## config.mk

```make
export PLATFORM = sky130hd
export DESIGN_NAME = insn_queue
export DESIGN_NICKNAME = d
export VERILOG_FILES = /design/src/hdl/mips_mem_pkg.sv /design/src/hdl/insn_queue.sv
export VERILOG_INCLUDE_DIRS = /design/src /design/src/hdl
export SDC_FILE = /design/constraint.sdc
export NUM_CORES = 1
export LEC_CHECK = 0
export ABC_AREA = 1
export BUFFER_PORTS_ARGS = -buffer_cell sky130_fd_sc_hd__buf_2
export CAP_MARGIN = 20
export CORE_AREA = 2 2 99 139
export CTS_CLUSTER_SIZE = 8
export DETAILED_ROUTE_END_ITERATION = 16
export DIE_AREA = 0 0 101 141
export GPL_ROUTABILITY_DRIVEN = 0
export GPL_TIMING_DRIVEN = 1
export HOLD_SLACK_MARGIN = 0.02
export PLACE_DENSITY = 0.6
export SYNTH_ARGS = -nofsm -noshare
export SYNTH_HDL_FRONTEND = slang
export SYNTH_SLANG_ARGS = --single-unit
export TNS_END_PERCENT = 1
```

## constraint.sdc

```tcl
create_clock -name clock -period 1.8 [get_ports clock]
set_input_delay 0.09 -clock clock [delete_from_list [all_inputs] [get_ports clock]]
set_output_delay 0.09 -clock clock [all_outputs]
set_load 0.01 [all_outputs]
```

## src/hdl/core_settings.svh

```systemverilog
`ifndef CORE_SETTINGS_SVH
`define CORE_SETTINGS_SVH

// Byte address of the first program word
`define CORE_START_ADDR 32'h80020000

`define CORE_MEM_WORDS 256

// Power of two, at least 2
`define CORE_QUEUE_DEPTH 4

`endif

```

## src/hdl/mips_mem_pkg.sv

```systemverilog
`include "core_settings.svh"

package mips_mem_pkg;

	typedef logic [31:0] word_t;

	// Byte address as seen on the bus and fetch ports
	typedef logic [31:0] byte_addr_t;

	typedef logic [$clog2(`CORE_MEM_WORDS)-1:0] mem_index_t;

endpackage

```

## src/hdl/insn_queue.sv

```systemverilog
`include "core_settings.svh"

module insn_queue (
	input  logic clock,
	input  logic reset,
	input  logic push_valid,
	input  mips_mem_pkg::word_t push_word,
	output logic queue_room,
	output logic pop_valid,
	output mips_mem_pkg::word_t pop_word,
	input  logic pop_take
);
	import mips_mem_pkg::*;

	localparam int ptr_w = $clog2(`CORE_QUEUE_DEPTH);

	word_t entries [`CORE_QUEUE_DEPTH];
	logic [ptr_w-1:0] wr_ptr;
	logic [ptr_w-1:0] rd_ptr;
	logic [ptr_w:0] count;
	logic [ptr_w:0] occupied;

	// Word being pushed counts as taken, the other in-flight word needs the spare slot
	assign occupied = count + push_valid;
	assign queue_room = occupied <= (`CORE_QUEUE_DEPTH - 2);
	assign pop_valid = count != 0;
	assign pop_word = entries[rd_ptr];

	always_ff @(posedge clock) begin
		if (reset) begin
			wr_ptr <= '0;
			rd_ptr <= '0;
			count <= '0;
		end else begin
			if (push_valid)
				wr_ptr <= wr_ptr + 1'b1; // Wraps, depth is a power of two
			if (pop_take)
				rd_ptr <= rd_ptr + 1'b1;
			case ({push_valid, pop_take})
				2'b10: count <= count + 1'b1;
				2'b01: count <= count - 1'b1;
				default: count <= count;
			endcase
		end
	end

	always_ff @(posedge clock) begin
		if (push_valid)
			entries[wr_ptr] <= push_word;
	end

	// Fetch flow control must keep the queue from overflowing
	assert property (@(posedge clock) disable iff (reset)
		push_valid |-> count < `CORE_QUEUE_DEPTH)
		else $error("insn_queue: push while full");

	assert property (@(posedge clock) disable iff (reset)
		pop_take |-> pop_valid)
		else $error("insn_queue: pop while empty");

endmodule

```

==> metrics <==
Required @ worst endpoint=1.71 ns; Mapped Cells=372; Filler Cell Count=1107; DRC Markers=0; vias after detailed routing=3350; setup violators final=0; Max Root-Sink Buffers=2; Routed WL=10800 um; Die Y=141 um; PD cells=1160 mW/mm^2; Rel. slew slack=80.1%; CP Launch Type=register; worst min-delay path class=in2reg; Worst-Skew Late Latency=0.40 ns; Starting Density=40.0%; minimum clock period=1.71 ns; Max Slew Vio Count=0; Core Area=0.0131 sq mm; post-synthesis cell area=0.00526 sq mm; Die Area=0.0142 sq mm; synthesis-to-layout area growth=27.9%; initial antenna violation count=0; Ys Warns=0; WL per Instance=16.4 um; status=finished clean; Post-Syn Area per Cell=14.1 sq um; Synth area leader=edfxtp_1; ant diodes=0; Synth top area share=73.1%; mux cell area share after synthesis=0%; PortBufs=69; placed cell count=588; CP Capture Type=output pin; critical setup path kind=reg2out; Synth Area in Adders=2.05%; CP arrival=1.62 ns; I/O Pins=70; FMAX=583 MHz; endpoints failing hold=0; total track usage=16.1%; Starting DRT DRC Count=184; vias in the first global route=3482; clock slew at reported path FFs=0.06 ns; syn_nets=416; period utilization=95.3%; Setup Skew=0.00811 ns; max-cap viol count=0; H-tree depth=4; nets@finish=530; Seq/Total Area, Yosys=76.6%; setup_tns=0 ns; DP HPWL=6200 um; TritonRoute pass-1 iters=4; Synth area leaders=edfxtp_1, nor2_1, o21ai_0, o22ai_1, dfxtp_1; total power=7.79 mW; Worst-Margin Slew=0.299 ns; Final ANT Viol Nets=0; Post-Synth XOR/XNOR Area=0%; non-filler instance count after layout=654; maximum fanout along the worst path=17; Synth Area in Compound Gates=11.0%; worst vdd ir=0.628 mV; Yosys reg bits=137; # rows=50; CTS Buf Count=17; leakage power=2.48 nW; DR vias/cell=5.12; share of layout cells above drive strength 1=23.1%; area share of and/or/nand/nor cells after synthesis=6.12%; TritonCTS clock tree=built; number of library cell types mapped by synthesis=18; Util after Layout=51.2%; Root Buffer=clkbuf_16; gr ovfl total=0; combinational family with the most area after synthesis=compound AO/OA/AOI/OAI gates; clock sink count=137; die width=101 um; first-pass GRT wire length=17100 um; RSZ-0062 raised after global routing=true; largest net degree at the start of global routing=65
worst max-delay path: stages, from the launching register on:
cell,delay (ns)
dfxtp_1,0.36
clkinv_2,0.26
buf_12,0.25
o21ai_1,0.11
o22ai_1,0.08
buf_2,0.14
power by group:
group	internal, mW	switching [mW]
clock	2.16	1.21
sequential	3.63	0.0499
combinational	0.294	0.445
per-layer routing:
metal	GRT usage, %	wire [um]
met2	29.4	6030
met1	16.9	4110
met3	4.07	430
met5	0	0
met4	7.33	180
cells in the mapped netlist:
cell and number:
o21ai_1 28, nand2_1 11, buf_6 9, clkbuf_1 1, edfxtp_1 128, nor2_1 73, a21oi_1 5, o22ai_1 32
fa_1 1, inv_1 13, inv_2 1, buf_2 6, buf_4 3, inv_8 1, dfxtp_1 9, o21ai_0 43
ha_1 7, nand4_1 1
sequential cells by signal, summed over array words and instances, names as in the netlist, named ones only:
name,flops
wr_ptr,2
count,3
entries,128
rd_ptr,2
stage by stage:
stage	hold WS (ns)	worst slack (ns)	cell area, sq um
after floorplan	0.189	0.191	5260
after global placement	0.299	0.380	5760
after detailed placement	0.307	0.340	5760
after CTS	0.0221	0.0181	6690
after global routing	0.0253	-0.0412	6720
final	0.0326	0.0850	6720
cells in the final DEF, fill, tap and decap left out:
cell type      count
buf_6              2
ha_1               7
clkbuf_1           1
nor2_1            73
dlygate4sd3_1     33
nand2_1           11
dfxtp_1            7
a21oi_1            5
buf_4              4
o21ai_0           43
nand4_1            1
edfxtp_1         128
bufinv_16          3
buf_12             4
o21ai_1           28
o22ai_1           32
fa_1               1
clkinv_2           6
dfxtp_2            1
buf_2             70
clkinv_4           2
buf_8              1
inv_1             13
dfxtp_4            1
clkbuf_16         17
inv_16             1
clkinvlp_4         3
cell type report:
class / instances / area (sq um) / area share [%]
clock inverter: 13 / 155 / 2.31
tap: 156 / 195 / 2.90
clock buffer: 18 / 429 / 6.39
timing repair buffer: 114 / 828 / 12.3
inverter: 15 / 73.8 / 1.10
multi-input combinational: 201 / 1010 / 15.0
sequential: 137 / 4030 / 60.0
timing repair:
action | in CTS | in global routing
gates resized for setup | 3 | 6
hold buffers | 33 | 0
setup endpoints to repair | 17 | 13
endpoints found under the hold margin | 129 | 0
cloned | 0 | 0
setup buffers | 0 | 2
worst paths after layout:
path,startpoint,endpoint,slack [ns],cells after the start
hold reg to reg,rd_ptr[1],rd_ptr[1],0.45,1
setup / recovery,register,pop_word[25],0.09,5
setup reg to reg,wr_ptr[0],entries[0][24],0.41,5
hold / removal,pop_take,register,0.03,4
logic make-up after synthesis:
group                      count (synthesis)
adders and majority gates                  8
AOI/OAI and AO/OA                        108
and+or+nand+nor                           85
DFF                                      137
buffers and inverters                     34
(Power assumes the default switching activity.)
