File: src/hdl/core_settings.svh
`ifndef CORE_SETTINGS_SVH
`define CORE_SETTINGS_SVH

// Byte address of the first program word
`define CORE_START_ADDR 32'h80020000

`define CORE_MEM_WORDS 256

// Power of two, at least 2
`define CORE_QUEUE_DEPTH 4

`endif

File: src/hdl/mips_mem_pkg.sv
`include "core_settings.svh"

package mips_mem_pkg;

	typedef logic [31:0] word_t;

	// Byte address as seen on the bus and fetch ports
	typedef logic [31:0] byte_addr_t;

	typedef logic [$clog2(`CORE_MEM_WORDS)-1:0] mem_index_t;

endpackage

File: src/hdl/fetch_unit.sv
`include "core_settings.svh"

module fetch_unit (
	input  logic clock,
	input  logic reset,
	input  logic run,
	output logic fetch_req,
	output mips_mem_pkg::byte_addr_t fetch_addr,
	input  logic fetch_grant,
	input  logic fetch_valid,
	input  mips_mem_pkg::word_t fetch_data,
	input  logic queue_room,
	output logic push_valid,
	output mips_mem_pkg::word_t push_word
);
	import mips_mem_pkg::*;

	localparam byte_addr_t last_addr = `CORE_START_ADDR + 4 * (`CORE_MEM_WORDS - 1);

	logic at_end;

	assign fetch_req = run && queue_room && !at_end;

	// fetch_addr is the program counter
	always_ff @(posedge clock) begin
		if (reset) begin
			fetch_addr <= `CORE_START_ADDR;
			at_end <= 1'b0;
			push_valid <= 1'b0;
		end else begin
			push_valid <= fetch_valid;
			if (fetch_grant) begin
				if (fetch_addr == last_addr)
					at_end <= 1'b1; // Stays put until reset
				else
					fetch_addr <= fetch_addr + 32'd4;
			end
		end
	end

	always_ff @(posedge clock) begin
		push_word <= fetch_data;
	end

endmodule

File: config.mk
export PLATFORM = sky130hd
export DESIGN_NAME = fetch_unit
export DESIGN_NICKNAME = d
export VERILOG_FILES = /design/src/hdl/mips_mem_pkg.sv /design/src/hdl/fetch_unit.sv
export VERILOG_INCLUDE_DIRS = /design/src /design/src/hdl
export SDC_FILE = /design/constraint.sdc
export NUM_CORES = 1
export LEC_CHECK = 0
export ABC_CLOCK_PERIOD_IN_PS = 1800
export BUFFER_PORTS_ARGS = -buffer_cell sky130_fd_sc_hd__buf_2
export CORE_UTILIZATION = 46
export CTS_CLUSTER_DIAMETER = 150
export DETAILED_ROUTE_END_ITERATION = 8
export PLACE_DENSITY = 0.78
export RECOVER_POWER = 25
export SLEW_MARGIN = 0
export SYNTH_ARGS = -nofsm -noshare
export SYNTH_HDL_FRONTEND = slang
export SYNTH_SLANG_ARGS = --single-unit
File: constraint.sdc
create_clock -name clock -period 1.8 [get_ports clock]
set_input_delay 0.27 -clock clock [delete_from_list [all_inputs] [get_ports clock]]
set_output_delay 0.27 -clock clock [all_outputs]
set_load 0.03 [all_outputs]
==> impl_metrics.json <==
{
  "status": "complete, no violations",
  "place_area_mm2": 0.003007,
  "fin_nets": 382,
  "yosysTopAreaCell": "dfxtp_1",
  "worst-slew-pin-transition_ns": 0.5802,
  "maxCapViolCount": 0,
  "endpoint_kind": "flip-flop",
  "vias": 2024,
  "hold_class": "primary input to flip-flop",
  "wirelength_um": 5282,
  "clock_latency_ns": 0.33,
  "core_area_mm2": 0.004786,
  "via_per_inst": 4.877,
  "numCtsBuffers": 9,
  "row_count": 25,
  "ys_ff_latch": 64,
  "synthCells": 216,
  "dp_slack_ns": 0.08840,
  "crit_type": "flip-flop to flip-flop",
  "drive_gt1_frac": 0.4914,
  "ctsHtreeMaxLevel": 3,
  "antenna_violating_nets_post_route": 0,
  "clkSinkCount": 64,
  "grt_max_degree": 33,
  "clockBufferDepth": 2,
  "clock_power_share": 0.450,
  "pwr-share-comb": 0.072,
  "grt_pass1_vias": 1847,
  "io_buffer_count": 101,
  "crit_fanout": 5,
  "max-slew-margin-rel": 0.6132,
  "syn_area_mm2": 0.002311,
  "seqPwrFrac": 0.478,
  "cp.arrival_ns": 1.91,
  "slew_violations": 0,
  "num_antenna_cells": 0,
  "ys_warn_count": 0,
  "crit_required_ns": 2.00,
  "cts_tree": "done",
  "post-route-min-period_ns": 1.711,
  "syn_to_final_growth_pct": 42.72,
  "worstSetupStartpointType": "flip-flop",
  "cts_root_buf": "clkbuf_8",
  "p_leak_nw": 1.454,
  "place_congestion": 0.8376,
  "initial_utilization": 0.4829,
  "final_area_mm2": 0.003298,
  "die_y_um": 72.88,
  "p_int_w": 0.002356,
  "hpwl_um": 3821,
  "grt_pass1_wl_um": 8107,
  "avgSynthCellArea_um2": 10.70,
  "drt-initial-drc-count": 87,
  "clk_pin_slew_worst_paths_ns": 0.07,
  "first_pass_iters": 4,
  "design.die.area_mm2": 0.005311,
  "fp.dieW_um": 72.88,
  "pin_count": 104,
  "synth_area_leaders": "dfxtp_1, xnor2_1, nor4_2",
  "clock_skew_ns": 0.01048,
  "synth_top_area_frac": 0.5544,
  "power_density_mw_per_mm2": 933.5,
  "vdd_ir_drop_max_uv": 747.7,
  "antenna_found_initial": 0,
  "power_switching_w": 0.0007233,
  "grt-ovfl-total": 0,
  "ys_seq_area_frac": 0.5544,
  "whs_ns": 0.03485,
  "fmax_mhz": 584.6,
  "finalCritPeriodShare": 0.9503,
  "track_usage": 0.2065,
  "finalSetupViolCount": 0,
  "finalSetupTns_ns": 0,
  "finalWorstSetupSlack_ns": 0.08946,
  "synth_cell_types": 41,
  "final_hold_viol_count": 0,
  "p_total_w": 0.003079,
  "hold_buffers": 0,
  "swShare": 0.2349,
  "wl_per_cell_um": 12.73,
  "drc": 0
}
worst paths after layout:
kind                        from       endpoint  slack, ns  depth (start not counted)
setup / recovery  fetch_addr[12]  fetch_addr[3]       0.09                          5
hold / removal     fetch_data[2]   push_word[2]       0.03                          1
hold reg to reg           at_end         at_end       0.49                          2
setup reg to reg  fetch_addr[12]  fetch_addr[3]       0.09                          5
flip-flops by register name (all words and copies together) (netlist names):
signal / cells
at_end: 1
push_valid: 1
push_word: 32
fetch_addr: 30
cells in the mapped netlist (all sizes together):
cell type,number
nor4b,1
a21oi,8
clkbuf,4
o21ai,5
nand4bb,1
nor2b,1
or3,3
xor2,5
nor4bb,1
mux2i,1
ha,1
nand2,11
nand4,5
o31ai,1
inv,6
conb,1
or4,1
and3,2
nand3,10
nor3,10
dfxtp,64
and4,6
and2,1
xnor2,18
o31a,1
o211ai,2
nor4,12
buf,5
nand2b,2
nor2,27
critical path, cell delays in order (launching register included):
cell and delay (ns):
dfxtp_1 0.38, nor4_2 0.40, nand4bb_1 0.29, o21ai_2 0.27, mux2i_1 0.20, nor2_1 0.05
cell usage in the layout (no fill, tap or decap), types with 4 or more instances in the layout:
cell type | Yosys | layout
a21oi_1 | 8 | 8
and4_1 | 4 | 4
buf_2 | 1 | 101
buf_4 | 2 | 23
clkbuf_8 | 0 | 10
dfxtp_1 | 64 | 61
inv_1 | 6 | 6
nand2_1 | 9 | 9
nand3_1 | 7 | 7
nand4_1 | 4 | 4
nor2_1 | 27 | 26
nor3_1 | 6 | 6
nor3_2 | 4 | 4
nor4_2 | 9 | 11
xnor2_1 | 18 | 18
xor2_1 | 5 | 5
what timing repair did:
item                       in CTS  in global routing
setup endpoints to repair       0                  6
gates resized for setup         0                  9
setup buffers                   0                  2
power groups by stage:
stage / clock network (W) / registers (W) / logic, W
4_1_cts: 0.00141 / 0.00147 / 0.000214
2_1_floorplan: 0 / 0.00160 / 0.0000348
3_3_place_gp: 0 / 0.00150 / 0.000211
5_1_grt: 0.00146 / 0.00147 / 0.000235
6_report: 0.00138 / 0.00147 / 0.000223
3_5_place_dp: 0 / 0.00151 / 0.000214
per-stage QoR:
step / util / std cells
floorplan: - / 217
global placement: 0.6282 / 397
detailed placement: 0.6282 / 397
CTS: 0.6763 / 413
global route: 0.6892 / 415
finish: 0.6892 / 415
final cells by class:
| type | count | area, um2 |
|---|---|---|
| fill | 377 | 1488 |
| inverter | 6 | 22.52 |
| clock inverter | 6 | 92.59 |
| tap | 67 | 83.83 |
| sequential | 64 | 1285 |
| multi-input combinational | 138 | 998.5 |
| timing repair buffer | 124 | 678.2 |
| clock buffer | 10 | 137.6 |
routing by layer:
layer | share of wire | GRT usage | wire length [um]
met1 | 0.43 | 0.2367 | 2277
met2 | 0.49 | 0.3427 | 2562
met3 | 0.065 | 0.06215 | 343
met4 | 0.019 | 0.1176 | 98
met5 | 0 | 0 | 0
cell families after synthesis:
family / count (synthesis) / synth area share
AND/OR/NAND/NOR: 94 / 0.2707
flip-flops: 64 / 0.5544
XOR/XNOR: 23 / 0.08717
AO/OA/AOI/OAI: 17 / 0.04169
buffers and inverters: 15 / 0.03464
adder cells (fa/ha/maj): 1 / 0.005413
other: 1 / 0.001623
multiplexers: 1 / 0.004332
No activity file was read; power rests on OpenSTA's default activity.
